===== src/hw/tagger_defs.svh =====
`ifndef TAGGER_DEFS_SVH
`define TAGGER_DEFS_SVH

// Tag word layout
// Channel sits in the bits above the fine time
`define TAG_WORD_WIDTH 32
// Fine time field width
// Also the shift that turns a wrap count into time units
`define TAG_FINE_BITS 26

// Number of channels with an event counter
`define NUM_CHANNELS 8

// Identification word returned at offset ID of the top region
`define ID_VALUE 32'd1

// Region base addresses in the word address space
`define TOP_BASE 16'h0000
`define COUNTER_BASE 16'h0100

// Low address bits that form the offset inside one region
`define REGION_BITS 8

`endif

===== src/hw/bus_pkg.sv =====
`include "tagger_defs.svh"

package bus_pkg;

    // Word address of the register bus
    typedef logic [15:0] wb_addr_t;

    // Bus data word
    typedef logic [31:0] wb_data_t;

    // Target of one bus access after address decode
    typedef enum logic [1:0] {
        SEL_TOP     = 2'd0,
        SEL_COUNTER = 2'd1,
        SEL_NONE    = 2'd2
    } slave_sel_e;

    // Register offsets inside the counter region
    typedef enum logic [`REGION_BITS-1:0] {
        REG_CTRL       = 8'h00,
        // Write only strobe, reads back zero
        REG_CLEAR      = 8'h01,
        // First of NUM_CHANNELS count registers
        REG_COUNT_BASE = 8'h10
    } counter_reg_e;

    // Register offsets inside the identification region
    typedef enum logic [`REGION_BITS-1:0] {
        TOP_ID    = 8'h00,
        TOP_NCHAN = 8'h01
    } top_reg_e;

endpackage


===== src/hw/tag_pkg.sv =====
`include "tagger_defs.svh"

package tag_pkg;

    // Signed channel taken from the top bits of a tag word
    // Positive means rising edge, negative falling edge
    // Zero marks a filler word without an event
    typedef logic signed [`TAG_WORD_WIDTH-`TAG_FINE_BITS-1:0] channel_t;

    // Fine time inside one wrap period
    typedef logic [`TAG_FINE_BITS-1:0] fine_t;

    // Wrap count delivered next to each tag word
    typedef logic [31:0] wrap_t;

    // Full timestamp
    // wrap count times 2^TAG_FINE_BITS plus fine time
    typedef logic [63:0] tagtime_t;

    // Event count of one channel, wraps at 2^32
    typedef logic [31:0] count_t;

endpackage


===== src/hw/tagger_top.sv =====
`timescale 1ns/1ps

`include "tagger_defs.svh"

module tagger_top
    import tag_pkg::*;
    import bus_pkg::*;
(
    input  logic                       sys_clk,
    input  logic                       sys_clk_rst,
    // Tag stream
    input  logic                       tag_valid_i,
    input  logic [`TAG_WORD_WIDTH-1:0] tag_word_i,
    input  wrap_t                      tag_wrap_i,
    // Register bus
    input  logic                       wb_cyc_i,
    input  logic                       wb_stb_i,
    input  logic                       wb_we_i,
    input  wb_addr_t                   wb_adr_i,
    input  wb_data_t                   wb_dat_i,
    output wb_data_t                   wb_dat_o,
    output logic                       wb_ack_o,
    // Decoded events
    output logic                       event_valid_o,
    output channel_t                   event_channel_o,
    output tagtime_t                   event_tagtime_o,
    output tagtime_t                   lowest_time_bound_o
);

    // Counter region bus
    logic                       sel_cyc;
    logic                       sel_stb;
    logic                       sel_we;
    logic [`REGION_BITS-1:0]    sel_offset;
    wb_data_t                   sel_dat_w;
    wb_data_t                   sel_dat_r;
    logic                       sel_ack;

    // Counter control and counts
    logic                       count_en;
    logic                       count_clear;
    count_t [`NUM_CHANNELS-1:0] counts;

    // Tag words to timestamps
    tag_converter converter_i (
        .sys_clk            (sys_clk),
        .sys_clk_rst        (sys_clk_rst),
        .tag_valid_i        (tag_valid_i),
        .tag_word_i         (tag_word_i),
        .tag_wrap_i         (tag_wrap_i),
        .event_valid_o      (event_valid_o),
        .event_channel_o    (event_channel_o),
        .event_tagtime_o    (event_tagtime_o),
        .lowest_time_bound_o(lowest_time_bound_o)
    );

    // Rising edge counts per channel
    event_counter #(
        .NUM_CHANNELS(`NUM_CHANNELS)
    ) counter_i (
        .sys_clk        (sys_clk),
        .sys_clk_rst    (sys_clk_rst),
        .event_valid_i  (event_valid_o),
        .event_channel_i(event_channel_o),
        .count_en_i     (count_en),
        .count_clear_i  (count_clear),
        .counts_o       (counts)
    );

    // Register block beside the counter
    counter_regs regs_i (
        .sys_clk      (sys_clk),
        .sys_clk_rst  (sys_clk_rst),
        .sel_cyc_i    (sel_cyc),
        .sel_stb_i    (sel_stb),
        .sel_we_i     (sel_we),
        .sel_offset_i (sel_offset),
        .sel_dat_i    (sel_dat_w),
        .sel_dat_o    (sel_dat_r),
        .sel_ack_o    (sel_ack),
        .counts_i     (counts),
        .count_en_o   (count_en),
        .count_clear_o(count_clear)
    );

    // Address decode and ID region
    wb_interconnect interconnect_i (
        .sys_clk     (sys_clk),
        .sys_clk_rst (sys_clk_rst),
        .wb_cyc_i    (wb_cyc_i),
        .wb_stb_i    (wb_stb_i),
        .wb_we_i     (wb_we_i),
        .wb_adr_i    (wb_adr_i),
        .wb_dat_i    (wb_dat_i),
        .wb_dat_o    (wb_dat_o),
        .wb_ack_o    (wb_ack_o),
        .sel_cyc_o   (sel_cyc),
        .sel_stb_o   (sel_stb),
        .sel_we_o    (sel_we),
        .sel_offset_o(sel_offset),
        .sel_dat_o   (sel_dat_w),
        .sel_dat_i   (sel_dat_r),
        .sel_ack_i   (sel_ack)
    );

endmodule


===== src/hw/counter_regs.sv =====
`timescale 1ns/1ps

`include "tagger_defs.svh"

module counter_regs
    import tag_pkg::*;
    import bus_pkg::*;
(
    input  logic                       sys_clk,
    input  logic                       sys_clk_rst,
    // Bus slave port from the interconnect
    input  logic                       sel_cyc_i,
    input  logic                       sel_stb_i,
    input  logic                       sel_we_i,
    input  logic [`REGION_BITS-1:0]    sel_offset_i,
    input  wb_data_t                   sel_dat_i,
    output wb_data_t                   sel_dat_o,
    output logic                       sel_ack_o,
    // Counter control and readback
    input  count_t [`NUM_CHANNELS-1:0] counts_i,
    output logic                       count_en_o,
    output logic                       count_clear_o
);

    logic                    req;
    logic [`REGION_BITS-1:0] count_idx;
    wb_data_t                rd_data;

    // A request is taken once, ack blocks a repeat
    assign req = sel_cyc_i && sel_stb_i && !sel_ack_o;

    // Offset relative to the first count register
    // Offsets below the base wrap to large values
    assign count_idx = sel_offset_i - REG_COUNT_BASE;

    // Read mux
    always_comb begin
        rd_data = '0;
        if (count_idx < `NUM_CHANNELS) begin
            rd_data = counts_i[count_idx];
        end else if (sel_offset_i == REG_CTRL) begin
            rd_data = wb_data_t'(count_en_o);
        end
    end

    // Ack, enable level and clear pulse
    always_ff @(posedge sys_clk) begin
        if (sys_clk_rst) begin
            sel_ack_o     <= 1'b0;
            count_en_o    <= 1'b0;
            count_clear_o <= 1'b0;
        end else begin
            sel_ack_o     <= req;
            count_clear_o <= 1'b0;
            if (req && sel_we_i) begin
                case (sel_offset_i)
                    REG_CTRL:  count_en_o <= sel_dat_i[0];
                    // One cycle pulse whatever the data
                    REG_CLEAR: count_clear_o <= 1'b1;
                    default:   ;
                endcase
            end
        end
    end

    // Read data is valid in the ack cycle
    always_ff @(posedge sys_clk) begin
        if (req) begin
            sel_dat_o <= sel_we_i ? '0 : rd_data;
        end
    end

endmodule


===== src/hw/event_counter.sv =====
`timescale 1ns/1ps

`include "tagger_defs.svh"

module event_counter
    import tag_pkg::*;
#(
    parameter int NUM_CHANNELS = `NUM_CHANNELS
) (
    input  logic                      sys_clk,
    input  logic                      sys_clk_rst,
    // Event stream from the converter
    input  logic                      event_valid_i,
    input  channel_t                  event_channel_i,
    // Control from the register block
    input  logic                      count_en_i,
    input  logic                      count_clear_i,
    // One count per channel, channel 1 at index 0
    output count_t [NUM_CHANNELS-1:0] counts_o
);

    logic                    count_ok;
    logic [NUM_CHANNELS-1:0] hit;

    // Events count only while enabled
    assign count_ok = event_valid_i && count_en_i;

    genvar i;
    generate
        for (i = 0; i < NUM_CHANNELS; i++) begin : g_chan
            // Rising edge on channel i+1
            // Negative and out of range channels never match
            assign hit[i] = count_ok && (event_channel_i == channel_t'(i + 1));

            // Clear has priority over an increment in the same cycle
            always_ff @(posedge sys_clk) begin
                if (sys_clk_rst || count_clear_i) begin
                    counts_o[i] <= '0;
                end else if (hit[i]) begin
                    // Wraps at 2^32
                    counts_o[i] <= counts_o[i] + 1'b1;
                end
            end
        end
    endgenerate

endmodule


===== src/hw/tag_converter.sv =====
`timescale 1ns/1ps

`include "tagger_defs.svh"

module tag_converter
    import tag_pkg::*;
(
    input  logic                       sys_clk,
    input  logic                       sys_clk_rst,
    // Incoming tag words with their wrap count
    input  logic                       tag_valid_i,
    input  logic [`TAG_WORD_WIDTH-1:0] tag_word_i,
    input  wrap_t                      tag_wrap_i,
    // Decoded events
    output logic                       event_valid_o,
    output channel_t                   event_channel_o,
    output tagtime_t                   event_tagtime_o,
    output tagtime_t                   lowest_time_bound_o
);

    // Stage 1 registers
    logic     s1_valid;
    channel_t s1_channel;
    fine_t    s1_fine;
    wrap_t    s1_wrap;
    // Wrap count in time units
    tagtime_t s1_wrap_time;

    // Stage 1 valid flag
    always_ff @(posedge sys_clk) begin
        if (sys_clk_rst) begin
            s1_valid <= 1'b0;
        end else begin
            s1_valid <= tag_valid_i;
        end
    end

    // Stage 1 payload, split the word into its fields
    always_ff @(posedge sys_clk) begin
        s1_channel <= channel_t'(tag_word_i[`TAG_WORD_WIDTH-1:`TAG_FINE_BITS]);
        s1_fine    <= tag_word_i[`TAG_FINE_BITS-1:0];
        s1_wrap    <= tag_wrap_i;
    end

    assign s1_wrap_time = tagtime_t'(s1_wrap) << `TAG_FINE_BITS;

    // Stage 2 control
    // Filler words move the bound but raise no event
    always_ff @(posedge sys_clk) begin
        if (sys_clk_rst) begin
            event_valid_o       <= 1'b0;
            lowest_time_bound_o <= '0;
        end else begin
            event_valid_o <= s1_valid && (s1_channel != '0);
            if (s1_valid) begin
                lowest_time_bound_o <= s1_wrap_time;
            end
        end
    end

    // Stage 2 payload, full timestamp
    always_ff @(posedge sys_clk) begin
        event_channel_o <= s1_channel;
        event_tagtime_o <= s1_wrap_time + tagtime_t'(s1_fine);
    end

endmodule


===== src/hw/wb_interconnect.sv =====
`timescale 1ns/1ps

`include "tagger_defs.svh"

module wb_interconnect
    import bus_pkg::*;
(
    input  logic                    sys_clk,
    input  logic                    sys_clk_rst,
    // Master side
    input  logic                    wb_cyc_i,
    input  logic                    wb_stb_i,
    input  logic                    wb_we_i,
    input  wb_addr_t                wb_adr_i,
    input  wb_data_t                wb_dat_i,
    output wb_data_t                wb_dat_o,
    output logic                    wb_ack_o,
    // Counter region slave
    output logic                    sel_cyc_o,
    output logic                    sel_stb_o,
    output logic                    sel_we_o,
    output logic [`REGION_BITS-1:0] sel_offset_o,
    output wb_data_t                sel_dat_o,
    input  wb_data_t                sel_dat_i,
    input  logic                    sel_ack_i
);

    slave_sel_e              slave_sel;
    wb_addr_t                adr_region;
    logic [`REGION_BITS-1:0] adr_offset;
    logic                    local_req;
    logic                    local_ack;
    wb_data_t                local_dat;

    // Split the address into region number and offset
    assign adr_region = wb_adr_i >> `REGION_BITS;
    assign adr_offset = wb_adr_i[`REGION_BITS-1:0];

    // Region decode
    always_comb begin
        if (adr_region == (`TOP_BASE >> `REGION_BITS)) begin
            slave_sel = SEL_TOP;
        end else if (adr_region == (`COUNTER_BASE >> `REGION_BITS)) begin
            slave_sel = SEL_COUNTER;
        end else begin
            slave_sel = SEL_NONE;
        end
    end

    // Counter slave sees cyc only for its own region
    assign sel_cyc_o    = wb_cyc_i && (slave_sel == SEL_COUNTER);
    assign sel_stb_o    = wb_stb_i;
    assign sel_we_o     = wb_we_i;
    assign sel_offset_o = adr_offset;
    assign sel_dat_o    = wb_dat_i;

    // ID region and unmapped space are answered here
    // New request only while our own ack is low
    assign local_req = wb_cyc_i && wb_stb_i && (slave_sel != SEL_COUNTER) && !local_ack;

    always_ff @(posedge sys_clk) begin
        if (sys_clk_rst) begin
            local_ack <= 1'b0;
        end else begin
            local_ack <= local_req;
        end
    end

    // Read data for the local responder, writes are ignored
    always_ff @(posedge sys_clk) begin
        if (local_req) begin
            local_dat <= '0;
            if (slave_sel == SEL_TOP && !wb_we_i) begin
                case (adr_offset)
                    TOP_ID:    local_dat <= `ID_VALUE;
                    TOP_NCHAN: local_dat <= wb_data_t'(`NUM_CHANNELS);
                    default:   local_dat <= '0;
                endcase
            end
        end
    end

    // Response merge
    // Only one responder can ack at a time
    assign wb_ack_o = sel_ack_i || local_ack;
    assign wb_dat_o = sel_ack_i ? sel_dat_i : local_dat;

endmodule


===== config.mk =====
export PLATFORM = sky130hd
export DESIGN_NAME = tagger_top
export DESIGN_NICKNAME = d
export VERILOG_FILES = /design/src/hw/bus_pkg.sv /design/src/hw/tag_pkg.sv /design/src/hw/tagger_top.sv /design/src/hw/counter_regs.sv /design/src/hw/event_counter.sv /design/src/hw/tag_converter.sv /design/src/hw/wb_interconnect.sv
export VERILOG_INCLUDE_DIRS = /design/src /design/src/hw
export SDC_FILE = /design/constraint.sdc
export NUM_CORES = 1
export LEC_CHECK = 0
export ABC_AREA = 1
export CORE_MARGIN = 8
export CORE_UTILIZATION = 40
export CTS_BUF_LIST = sky130_fd_sc_hd__clkbuf_8
export DETAILED_ROUTE_END_ITERATION = 8
export DONT_BUFFER_PORTS = 1
export PLACE_DENSITY_LB_ADDON = 0.12
export SETUP_SLACK_MARGIN = 0.4
export SLEW_MARGIN = 0
export SYNTH_ARGS = -nofsm -noshare
export SYNTH_HDL_FRONTEND = slang
export SYNTH_SLANG_ARGS = --single-unit

===== constraint.sdc =====
create_clock -name sys_clk -period 3.4 [get_ports sys_clk]
set_input_delay 0.34 -clock sys_clk [delete_from_list [all_inputs] [get_ports sys_clk]]
set_output_delay 0.34 -clock sys_clk [all_outputs]
set_load 0.02 [all_outputs]

## Yosys cells after proc, flatten, opt, wreduce, memory -nomap -nowiden

Cells that the tools add are included.

| storage, ports and cells | value |
|---|---|
| output and inout port bits | 168 |
| bits of input ports | 118 |
| bits in registers | 492 |

| operators by class | value |
|---|---|
| bitwise operators | 1 |
| equality and inequality tests | 12 |
| magnitude comparators | 2 |
| add/sub/neg operators | 10 |
| multiplexer cells | 9 |
| reductions and logical operators | 29 |

Operator list:

| cell | number |
|---|---|
| $add 32x1->32 const B | 8 |
| $bmux 32 s3 | 1 |
| $mux 32 | 3 |
| $add 58x26->59 | 1 |
| $eq 6x4->1 const B | 4 |
| $logic_and 1x1->1 | 18 |
| $eq 8x1->1 const B | 2 |
| $logic_not 16->1 | 1 |
| $lt 8x4->1 const B | 2 |
| $eq 6x3->1 const B | 2 |
| $logic_not 8->1 | 1 |
| $pmux 4 s2 | 1 |
| $sub 8x5->8 const B | 1 |
| $eq 6x2->1 const B | 1 |
| $eq 6x5->1 const B | 1 |
| $reduce_bool 6->1 | 1 |
| $mux 2 | 2 |
| $logic_not 1->1 | 3 |
| $eq 2x1->1 const B | 1 |
| $logic_not 2->1 | 1 |
| $logic_or 1x1->1 | 2 |
| $mux 1 | 2 |
| $ne 2x1->1 const B | 1 |
| $reduce_and 2->1 | 1 |
| 2 further kinds | 2 |

## Longest topological paths before layout

Gate-level depths: netlist of the first run.

| logic depth | value |
|---|---|
| depth in word-level cells | 10 |
| depth in mapped cells | 11 |
| gate-level depth less buffers | 10 |

## Cells and area by module

A second synthesis of the first run with hierarchy kept.

| second synthesis, totals | value |
|---|---|
| cell total of the unflattened synthesis | 3263 |
| area, all modules | 22374.0 um2 |

Modules (own cells, without submodules):

| module | instances | cells an instance | area each (um2) |
|---|---|---|---|
| event_counter | 1 | 2275 | 14184.9 |
| tag_converter | 1 | 318 | 4075.2 |
| counter_regs | 1 | 514 | 3266.9 |
| wb_interconnect | 1 | 156 | 847.1 |

## Least setup slack after synthesis of the first run

OpenSTA, ideal clock, no wires.

| timing | value |
|---|---|
| path type | reg2reg |
| start | register regs_i.sel_ack_o |
| end | register regs_i.count_en_o |
| cell stages (with the launch flop) | 8 |
| data required time | 3.282 ns |
| slack | -0.133 ns |
| data arrival time | 3.415 ns |
| library setup time | 0.118 ns |
| cells stage by stage | dfxtp_1 clkbuf_1 inv_1 nand3_1 nor3_1 nand3_1 nor2_1 nor2_1 |

| between the ends | value |
|---|---|
| longest elaborated chain between the ends | 4 |

Ends and longest elaborated chain:

| item | line | source |
|---|---|---|
| start: declaration | counter_regs.sv:18 | `output logic sel_ack_o,` |
| start signal: assignment | counter_regs.sv:53 | `sel_ack_o <= req;` |
| $logic_not 1->1 | counter_regs.sv:30 | `assign req = sel_cyc_i && sel_stb_i && !sel_ack_o;` |
| $logic_and 1x1->1 | counter_regs.sv:30 |  |
| named net regs_i.req | counter_regs.sv:25 | `logic req;` |
| $logic_and 1x1->1 | counter_regs.sv:55 | `if (req && sel_we_i) begin` |
| $reduce_and 2->1 (no line) | n/a |  |
| end signal: assignment | counter_regs.sv:57 | `REG_CTRL: count_en_o <= sel_dat_i[0];` |
| end: declaration | counter_regs.sv:21 | `output logic count_en_o,` |

The timed path passes the listed nets, and every way through them passes these cells.
A chain may end at the register's enable or synchronous reset.

## Worst setup path after layout of the first run

| timing | value |
|---|---|
| start | register regs_i.sel_ack_o |
| end | register regs_i.count_clear_o |

| between the ends | value |
|---|---|
| longest elaborated chain between the ends | 5 |

Ends and longest elaborated chain:

| item | line | source |
|---|---|---|
| $logic_not 1->1 | counter_regs.sv:30 |  |
| $logic_and 1x1->1 | counter_regs.sv:30 |  |
| named net regs_i.req | counter_regs.sv:25 |  |
| $logic_and 1x1->1 | counter_regs.sv:55 |  |
| $not 1->1 (no line) | n/a |  |
| $reduce_or 2->1 (no line) | n/a |  |
| end signal: assignment | counter_regs.sv:51 | `count_clear_o <= 1'b0;` |
| end signal: assignment | counter_regs.sv:54 | `count_clear_o <= 1'b0;` |
| end signal: assignment | counter_regs.sv:59 | `REG_CLEAR: count_clear_o <= 1'b1;` |
| end: declaration | counter_regs.sv:22 | `output logic count_clear_o` |

The timed path passes the listed nets, and every way through them passes these cells.

==> results of run 1 <==
==> final cells by class <==
| class | count | area, um^2 | share of cell area [%] |
|---|---|---|---|
| tap | 696 | 871 | 3.55 |
| inverter | 444 | 1670 | 6.79 |
| clock inverter | 51 | 278 | 1.13 |
| sequential | 456 | 9470 | 38.6 |
| antenna | 1 | 2.50 | 0.0102 |
| timing repair buffer | 93 | 898 | 3.66 |
| multi-input combinational | 2132 | 10000 | 40.9 |
| clock buffer | 95 | 1310 | 5.33 |
==> power by group through the flow <==
stage,logic [mW],registers [mW],clock network [mW]
floorplan,0.321,5.75,0
global route,0.515,5.67,5.35
global placement,0.393,5.78,0
finish,0.477,5.66,4.97
CTS,0.471,5.66,5.12
detailed placement,0.397,5.78,0
==> worst max-delay path: cells and delay by family (launching register included) <==
family	cells	cell delay, ps
buf+inv	5	1530
simple gates	3	480
flops	1	300
==> final timing paths <==
path              cells past startpoint  slack, ps                   start                        endpoint
setup / recovery                      8       1030        regs_i.sel_ack_o            regs_i.count_clear_o
hold / removal                        1         30             wb_adr_i[2]            regs_i.sel_dat_o[13]
setup reg to reg                      8       1030        regs_i.sel_ack_o            regs_i.count_clear_o
hold reg to reg                       0        320  converter_i.s1_fine[3]  converter_i.event_tagtime_o[3]
==> sequential cells by signal, summed over array words and instances (netlist names) <==
signal                           cells
converter_i.s1_valid                 1
converter_i.s1_fine                 26
interconnect_i.local_ack             1
converter_i.lowest_time_bound_o     32
regs_i.count_en_o                    1
converter_i.event_channel_o          6
converter_i.event_tagtime_o         58
interconnect_i.local_dat             2
converter_i.s1_channel               6
regs_i.sel_dat_o                    32
regs_i.count_clear_o                 1
counter_i.counts_o                 256
converter_i.event_valid_o            1
converter_i.s1_wrap                 32
regs_i.sel_ack_o                     1
==> metrics by stage <==
step           hold WS (ps)  utilization [%]
2_1_floorplan           310                -
3_3_place_gp            310             41.3
3_5_place_dp            312             41.3
4_1_cts                1.76             45.7
5_1_grt                1.94             45.7
6_report               33.3             45.7
==> synthesized netlist by cell type, drive strengths merged, types with 2 or more instances <==
library cell	instances	area (um^2)
ha	8	100
o2111ai	24	210
nor3b	5	37.5
nor2	561	2390
nand4	97	607
xor2	17	149
inv	442	1660
nand3	194	1020
xnor2	6	52.6
o21bai	4	30.0
a211oi	8	60.1
nor3	67	340
a31oi	6	37.5
and3	2	12.5
a221oi	10	87.6
nor4	4	25.0
edfxtp	34	1020
dfxtp	422	8450
a21oi	152	761
clkinv	2	7.51
nand3b	4	30.0
buf	55	375
o21ai	211	1060
o221ai	17	149
or2	2	12.5
clkbuf	66	248
o211ai	3	22.5
nand2	691	2690
==> logic make-up after synthesis <==
group                    synth area share (%)
flip-flops                               43.8
XOR/XNOR                                0.931
AND/OR/NAND/NOR                          33.1
adder cells (fa/ha/maj)                 0.463
AO/OA/AOI/OAI                            11.2
buffers and inverters                    10.6
other                                  0.0173
==> layer usage <==
metal	global-route usage [%]	vias to the layer above
met5	0	-
met4	8.80	0
met3	5.84	138
met2	36.2	764
met1	26.6	9398
li1	-	10200
==> timing repair <==
action / in CTS / in global routing
buffers inserted: 0 / 0
gates resized for setup: 0 / 0
hold buffers: 75 / 0
endpoints found under the hold margin: 86 / 0
==> flow_metrics.py, run 1 <==
metrics = {
    "status": {
        "status": "completed",
    },
    "clocking": {
        "cts_tree": "built",
        "insertion_delay_ps": 680,
        "clockRootBuffer": "clkbuf_8",
        "cts_max_path_buffers": 3,
        "htree_levels": 3,
        "cts_made_buffers": 81,
        "cts_sinks": 456,
        "cts.clk_slew.worst_paths_ps": 60,
    },
    "route": {
        "wl_met3_um": 5780,
        "drt-met1-wl_um": 29400,
        "drc_errors": 0,
        "drt_wl_total_um": 70000,
        "drtIter0Drc": 1589,
        "antenna_left": 0,
        "met2_length_um": 32300,
        "num_vias": 20500,
        "viasPerCell": 5.16,
        "routed.top_layer": "met4",
        "drt-wirelength-per-cell_um": 17.6,
        "dr.pass1.iters": 5,
    },
    "job": {
        "drv_cap": 0,
    },
    "placement": {
        "place.gp.congestion": 0.948,
        "hpwl_um": 52000,
        "dp_cells": 3746,
        "placed_area_um2": 22200,
        "numPortBuffers": 0,
        "dp_worst_setup_slack_ps": 1120,
    },
    "timing": {
        "fin_tns_setup_ps": 0,
        "hold_viol": 0,
        "slew_headroom_pct": 24.8,
        "worst_slew_pin_slew_ps": 1130,
        "worst_slack_ps": 1030,
        "setup_viol": 0,
        "rsz0062_at_grt": "no",
        "post-route-min-period_ps": 2370,
        "fmax_mhz": 422,
        "fin_skew_ps": 25.4,
        "finalMaxSlewViolations": 0,
        "period_share_pct": 69.8,
    },
    "die": {
        "die_w_um": 249,
        "die-area_um2": 61800,
        "die_h_um": 249,
        "io_pins": 286,
        "fp-row-count": 85,
        "start_util_pct": 40.3,
        "core-area_um2": 53700,
    },
    "yosys": {
        "synth-seq-cells": 456,
        "netlist_area_um2": 21600,
        "synth.distinct_cells": 45,
        "avgSynthCellArea_um2": 6.95,
        "ys.warnings.count": 0,
        "synth_ff_type": "dfxtp_1",
        "postSynthCellCount": 3116,
        "async_flop_share_pct": 0,
        "ys_seq_area_share_pct": 43.8,
        "synth_enable_flop_cells": 34,
    },
    "pwr": {
        "internal_power_mw": 8.23,
        "swShare_pct": 25.9,
        "ir_drop_uv": 498,
        "combPwrFrac_pct": 4.3,
        "p_leak_nw": 9.98,
        "p_seq_share_pct": 51.0,
        "powerDensity_nw_per_um2": 453,
        "pwr-share-clk_pct": 44.7,
        "p_sw_mw": 2.87,
        "p_total_mw": 11.1,
    },
    "finish": {
        "area_growth_pct": 13.4,
        "drive_gt1_share_pct": 6.27,
        "final_cell_mix": "nand2_1 (672), nor2_1 (519), inv_1 (465)",
        "final_common_cell": "nand2_1",
        "num-nets-final": 3334,
        "final_cell_area_um2": 24500,
        "stdcell_count": 3968,
        "num-fill-cells": 5496,
    },
    "grt": {
        "grt_pass1_vias": 19400,
        "antenna_found_initial": 0,
        "grt_start_max_net_pins": 100,
        "grt_pass1_wl_um": 108000,
        "grt_overflow_total": 0,
        "grt_usage_pct": 21.8,
    },
    "setup_path": {
        "cp_max_fo": 34,
        "arrival_ps": 2980,
        "cpMaxStageDelayCell": "dlygate4sd3_1",
        "endpoint_kind": "flip-flop",
        "crit_path_cell_trace": "buf_4 -> inv_1 -> nand3_1 -> nor3_4 -> buf_4 -> inv_1 -> nor4_1 -> dlygate4sd3_1",
        "start_kind": "flip-flop",
        "crit_type": "flip-flop to flip-flop",
        "critPathMaxStageDelay_ps": 580,
        "required_ps": 4010,
    },
    "hold_path": {
        "hp-class": "input pin to flip-flop",
    },
}
Note: power is estimated with default switching activity, not from simulation.
==> inputs of run 2 (changes only) <==
--- a/config.mk
+++ b/config.mk
@@ -6,7 +6,7 @@
 export SDC_FILE = /design/constraint.sdc
 export NUM_CORES = 1
 export LEC_CHECK = 0
-export ABC_AREA = 1
+export ABC_AREA = 0
 export CORE_MARGIN = 8
 export CORE_UTILIZATION = 40
 export CTS_BUF_LIST = sky130_fd_sc_hd__clkbuf_8
==> constraint.sdc (replaced) <==
create_clock -name sys_clk -period 2.1 [get_ports sys_clk]
set_input_delay 0.21 -clock sys_clk [delete_from_list [all_inputs] [get_ports sys_clk]]
set_output_delay 0.21 -clock sys_clk [all_outputs]
set_load 0.02 [all_outputs]
==> flow_metrics.py, run 2 <==
metrics = {
    "finish": {
        "num_antenna_cells": 0,
        "final_common_cell": "dfxtp_1",
        "num-fill-cells": 4602,
        "final_cell_mix": "dfxtp_1 (397), a21oi_1 (153), buf_4 (137)",
        "drive_gt1_share_pct": 25.4,
        "largest-register": "counter_i.counts_o",
        "stdcell_count": 3007,
        "largest_reg_flops": 256,
        "largestRegisters": "counter_i.counts_o (256), converter_i.event_tagtime_o (58)",
        "postLayoutCoreUtil_pct": 52.1,
        "area_growth_pct": 29.1,
        "num-nets-final": 2396,
    },
    "clocking": {
        "cts.clk_slew.worst_paths_ps": 60,
        "cts_max_path_buffers": 3,
        "clockRootBuffer": "clkbuf_8",
        "htree_levels": 3,
        "insertion_delay_ps": 690,
        "cts_sinks": 456,
        "cts_tree": "built",
        "cts_made_buffers": 81,
    },
    "timing": {
        "fmax_mhz": 456,
        "period_share_pct": 104,
        "finalMaxSlewViolations": 0,
        "worst_slew_pin_slew_ps": 637,
        "slew_headroom_pct": 57.4,
        "hold_viol": 0,
        "fin_skew_ps": 36.0,
        "post-route-min-period_ps": 2190,
        "holdWs_ps": 40.9,
        "rsz0062_at_grt": "yes",
        "setup_viol": 41,
        "worst_slack_ps": -91.1,
        "fin_tns_setup_ps": -1100,
    },
    "yosys": {
        "synth_enable_flop_cells": 34,
        "ys.warnings.count": 0,
        "synth_largest_area_cell": "dfxtp_1",
        "synth-seq-cells": 456,
        "synth.distinct_cells": 56,
        "yosys-top-cells-area": "dfxtp_1 (42%), mux4_2 (7.2%), edfxtp_1 (5.1%)",
        "yosysTopAreaCellShare_pct": 42.0,
        "ys_seq_area_share_pct": 47.1,
        "synth_top_cells_by_count": "dfxtp_1 (422), a21oi_1 (179), or4_1 (123), nor2_1 (115), clkbuf_1 (114)",
        "async_flop_share_pct": 0,
        "synth_ff_type": "dfxtp_1",
        "postSynthCellCount": 2033,
        "netlist_area_um2": 20100,
        "avgSynthCellArea_um2": 9.89,
        "yosysMostFrequentCell": "dfxtp_1",
    },
    "route": {
        "num_vias": 17500,
        "drt-wirelength-per-cell_um": 21.6,
        "drtIter0Drc": 1346,
        "viasPerCell": 5.81,
        "drc_errors": 0,
        "dr.pass1.iters": 5,
        "drt_wl_total_um": 64800,
        "antenna_left": 0,
    },
    "placement": {
        "dp_cells": 2700,
        "place.gp.congestion": 0.814,
        "numPortBuffers": 0,
        "hpwl_um": 41200,
    },
    "setup_path": {
        "rrSetupSlack_ps": -90,
        "arrival_ps": 2780,
        "reg2reg_from": "converter_i.event_channel_o[5]",
        "start_kind": "flip-flop",
        "required_ps": 2690,
        "cp_max_fo": 6,
        "endpoint_kind": "flip-flop",
        "crit_type": "flip-flop to flip-flop",
        "r2r-end": "counter_i.counts_o[207]",
        "r2r_cells": 6,
    },
    "grt": {
        "grt_pass1_wl_um": 98200,
        "antenna_found_initial": 0,
        "grt_usage_pct": 21.6,
        "grt_overflow_total": 0,
        "grt_start_max_net_pins": 67,
        "grt_pass1_vias": 16700,
    },
    "hold_path": {
        "hold_path_startpoint": "wb_adr_i[1]",
        "holdPathStages": 3,
        "hp-class": "input pin to flip-flop",
        "hold_end": "regs_i.sel_dat_o[15]",
    },
    "job": {
        "drv_cap": 0,
    },
    "status": {
        "violations": "setup timing",
        "status": "finished, violations left",
    },
    "die": {
        "core-area_um2": 49900,
        "die-area_um2": 57700,
        "start_util_pct": 40.3,
        "fp-row-count": 82,
        "die_h_um": 240,
        "io_pins": 286,
        "die_w_um": 240,
    },
    "pwr": {
        "powerDensity_nw_per_um2": 693,
        "p_leak_nw": 9.12,
        "ir_drop_uv": 910,
    },
}
==> run 2: cell types whose count changed in the layout (fill, tap and decap cells not counted), sizes merged, moves of 115 or more <==
cell | previous run | this run
nor2 | 561 | 115
inv | 472 | 72
or4 | 0 | 126
nand2 | 691 | 104
o21ai | 211 | 61
nand3 | 194 | 79
buf | 18 | 203
==> run 2: how the worst max path moves through the flow <==
stage,from,endpoint,slack (ps)
floorplan,converter_i.event_channel_o[3],counter_i.counts_o[211],120
global placement,converter_i.event_channel_o[4],counter_i.counts_o[149],-70
detailed placement,converter_i.event_channel_o[4],counter_i.counts_o[147],-80
CTS,converter_i.event_channel_o[5],counter_i.counts_o[239],-40
global route,converter_i.event_channel_o[5],counter_i.counts_o[239],-130
finish,converter_i.event_channel_o[5],counter_i.counts_o[207],-90
==> run 2: report_power, final <==
part | total, mW | internal (mW) | switching, mW | leakage (nW)
clock network | 8.20 | 4.28 | 3.91 | 0.945
logic | 0.684 | 0.320 | 0.364 | 4.32
registers | 9.12 | 8.91 | 0.212 | 3.85
total | 18.0 | 13.5 | 4.49 | 9.12
==> run 2: layout make-up <==
cell class	instances	area (um^2)	share of cell area [%]
clock buffers	98	1350	5.20
clock inverters	50	265	1.02
inverters	39	150	0.578
multi-input cells	1401	10800	41.7
flip-flops and latches	456	9520	36.7
well taps	672	841	3.24
repair buffers	291	3010	11.6
==> run 2: kinds of logic after synthesis <==
family	synth area share [%]
compound gates	11.7
xor+xnor	1.83
fa+ha+maj	0.498
buf+inv	4.88
flops	47.1
mux	11.4
other cells	0.0186
simple gates	22.6
==> run 2: stage by stage <==
step / cell area [um^2] / total power, mW / worst slack, ps
floorplan: 20800 / 9.73 / 121
global placement: 21700 / 9.74 / -66.3
detailed placement: 21700 / 9.74 / -83.1
CTS: 25300 / 18.2 / -43.9
global route: 26000 / 18.7 / -131
finish: 26000 / 18.0 / -91.1
==> run 2: worst max-delay path: stages (launching register included) <==
cell and delay [ps]:
dfxtp_2 320, nand4bb_4 290, buf_4 180, or4_4 510
buf_12 180, or4_1 460, a21oi_1 150
==> run 2: per-layer routing <==
metal,up-vias,wire length (um),track usage [%]
li1,8179,-,-
met5,-,0,0
met3,120,5280,7.11
met2,589,29700,33.5
met4,0,2070,7.96
met1,8568,27800,27.9
==> run 2: repair_timing <==
action | 4_1_cts | 5_1_grt
hold endpoints to repair | 165 | 0
endpoints found under the setup margin | 256 | 306
cloned | 12 | 2
hold buffers | 89 | 0
gates resized for setup | 152 | 121
setup buffers | 40 | 16
pin swaps | 86 | 32
==> inputs of run 3 (changes only) <==
==> constraint.sdc (replaced) <==
create_clock -name sys_clk -period 2.09 [get_ports sys_clk]
set_input_delay 0.209 -clock sys_clk [delete_from_list [all_inputs] [get_ports sys_clk]]
set_output_delay 0.209 -clock sys_clk [all_outputs]
set_load 0.02 [all_outputs]
==> flow_metrics.py, run 3 (synthesized netlist as in run 2, its figures left out) <==
metrics = {
    "status": {
        "status": "finished, violations left",
        "violations": "setup timing",
    },
    "setup_path": {
        "crit_family": "simple AND/OR/NAND/NOR gates",
        "cp_max_fo": 6,
        "arrival_ps": 2770,
        "critPathMaxStageDelay_ps": 450,
        "cpMaxStageDelayCell": "or3_4",
        "required_ps": 2680,
        "crit_path_cell_trace": "nand4bb_4 -> buf_4 -> buf_8 -> buf_12 -> or3_4 -> or4_1 -> a21oi_1",
        "cp_num_buf_inv": 3,
        "start_kind": "flip-flop",
        "crit_type": "flip-flop to flip-flop",
        "endpoint_kind": "flip-flop",
    },
    "job": {
        "drv_cap": 0,
    },
    "pwr": {
        "p_seq_share_pct": 50.5,
        "pwr-share-clk_pct": 45.5,
        "p_sw_mw": 4.60,
        "p_leak_nw": 10.0,
        "powerDensity_nw_per_um2": 646,
        "internal_power_mw": 13.6,
        "ir_drop_uv": 683,
        "swShare_pct": 25.3,
        "combPwrFrac_pct": 4.0,
    },
    "die": {
        "start_util_pct": 40.3,
        "fp-row-count": 82,
        "io_pins": 286,
        "die_h_um": 240,
        "die-area_um2": 57700,
        "die_w_um": 240,
        "core-area_um2": 49900,
    },
    "timing": {
        "finalMaxSlewViolations": 0,
        "slew_headroom_pct": 49.0,
        "setup_viol": 31,
        "hold_viol": 0,
        "worst_slack_ps": -86.7,
        "fin_skew_ps": 30.7,
        "holdWs_ps": 18.5,
        "fmax_mhz": 459,
        "worst_slew_pin_slew_ps": 762,
        "period_share_pct": 104,
        "rsz0062_at_grt": "yes",
        "post-route-min-period_ps": 2180,
    },
    "placement": {
        "numPortBuffers": 0,
        "dp_worst_setup_slack_ps": -27.1,
        "dp_cells": 2688,
        "hpwl_um": 41400,
        "place.gp.congestion": 0.811,
    },
    "grt": {
        "grt_start_max_net_pins": 71,
        "grt_pass1_wl_um": 104000,
        "grt_pass1_vias": 17500,
        "grt_usage_pct": 23.1,
        "antenna_found_initial": 2,
        "grt_overflow_total": 0,
    },
    "route": {
        "drt_wl_total_um": 71500,
        "viasPerCell": 5.90,
        "antenna_left": 0,
        "drc_errors": 0,
        "drt-wirelength-per-cell_um": 23.2,
        "num_vias": 18200,
        "dr.pass1.iters": 5,
        "drtIter0Drc": 1159,
    },
    "clocking": {
        "cts.clk_slew.worst_paths_ps": 60,
        "cts_max_path_buffers": 3,
        "insertion_delay_ps": 680,
        "clockRootBuffer": "clkbuf_8",
        "cts_made_buffers": 81,
        "cts_tree": "built",
        "htree_levels": 3,
        "cts_sinks": 456,
    },
    "finish": {
        "largest_reg_flops": 256,
        "stdcell_count": 3082,
        "final_common_cell": "dfxtp_1",
        "final_cell_mix": "dfxtp_1 (399), buf_4 (129), a21oi_1 (113), nor2_1 (113), nand2_1 (98)",
        "drive_gt1_share_pct": 33.6,
        "largestRegisters": "counter_i.counts_o (256), converter_i.event_tagtime_o (58)",
        "largest-register": "counter_i.counts_o",
        "area_growth_pct": 39.7,
        "num-nets-final": 2474,
        "num-fill-cells": 4330,
    },
    "hold_path": {
        "hp-class": "input pin to flip-flop",
    },
}
==> run 3: through the flow <==
stage / total power, mW / area, um^2 / utilization, % / TNS (ps)
3_3_place_gp: 9.78 / 21600 / 43.3 / -20.0
5_1_grt: 18.8 / 28100 / 56.3 / -4870
3_5_place_dp: 9.79 / 21600 / 43.3 / -71.0
4_1_cts: 18.3 / 26400 / 53.0 / -311
6_report: 18.2 / 28100 / 56.3 / -950
2_1_floorplan: 9.78 / 20800 / - / 0
==> run 3: power by group through the flow <==
stage	registers, mW	clock network [mW]	logic [mW]
detailed placement	9.36	0	0.424
finish	9.17	8.26	0.734
CTS	9.17	8.45	0.679
global route	9.18	8.86	0.769
floorplan	9.32	0	0.459
global placement	9.36	0	0.418
==> run 3: worst paths after layout <==
path	from	endpoint	slack (ps)	cells past startpoint
setup / recovery	converter_i.event_channel_o[5]	counter_i.counts_o[47]	-90	7
hold / removal	wb_adr_i[3]	regs_i.count_clear_o	20	4
setup reg to reg	converter_i.event_channel_o[5]	counter_i.counts_o[47]	-90	7
hold reg to reg	converter_i.s1_fine[10]	converter_i.event_tagtime_o[10]	320	0
==> run 3: worst reg2reg max path, stage by stage, from the launching register on <==
cell	delay [ps]
dfxtp_4	340
nand4bb_4	280
buf_4	190
buf_8	130
buf_12	130
or3_4	450
or4_1	410
a21oi_1	160
==> run 3: layout make-up <==
cell class	count	area [um^2]	area share, %
multi-input cells	1401	11800	42.0
diodes	1	2.50	0.00891
inverters	39	150	0.534
flip-flops and latches	456	9530	33.9
repair buffers	369	4190	14.9
clock buffers	90	1240	4.41
well taps	672	841	2.99
clock inverters	54	352	1.25
==> run 3: metal layers <==
| layer | vias up | share of wire, % | global-route usage (%) |
|---|---|---|---|
| met5 | - | 0 | 0 |
| met4 | 0 | 2.6 | 7.81 |
| met3 | 114 | 8.1 | 5.89 |
| met2 | 650 | 47 | 36.4 |
| met1 | 9101 | 43 | 30.5 |
| li1 | 8330 | - | - |
==> run 3: timing repair <==
action                                  4_1_cts  5_1_grt
pin swaps                                   125      108
buffers inserted                             92       35
hold endpoints to repair                    171        0
hold buffers                                 91        0
gates cloned                                 23        8
resized for setup                           274      285
endpoints found under the setup margin      279      305
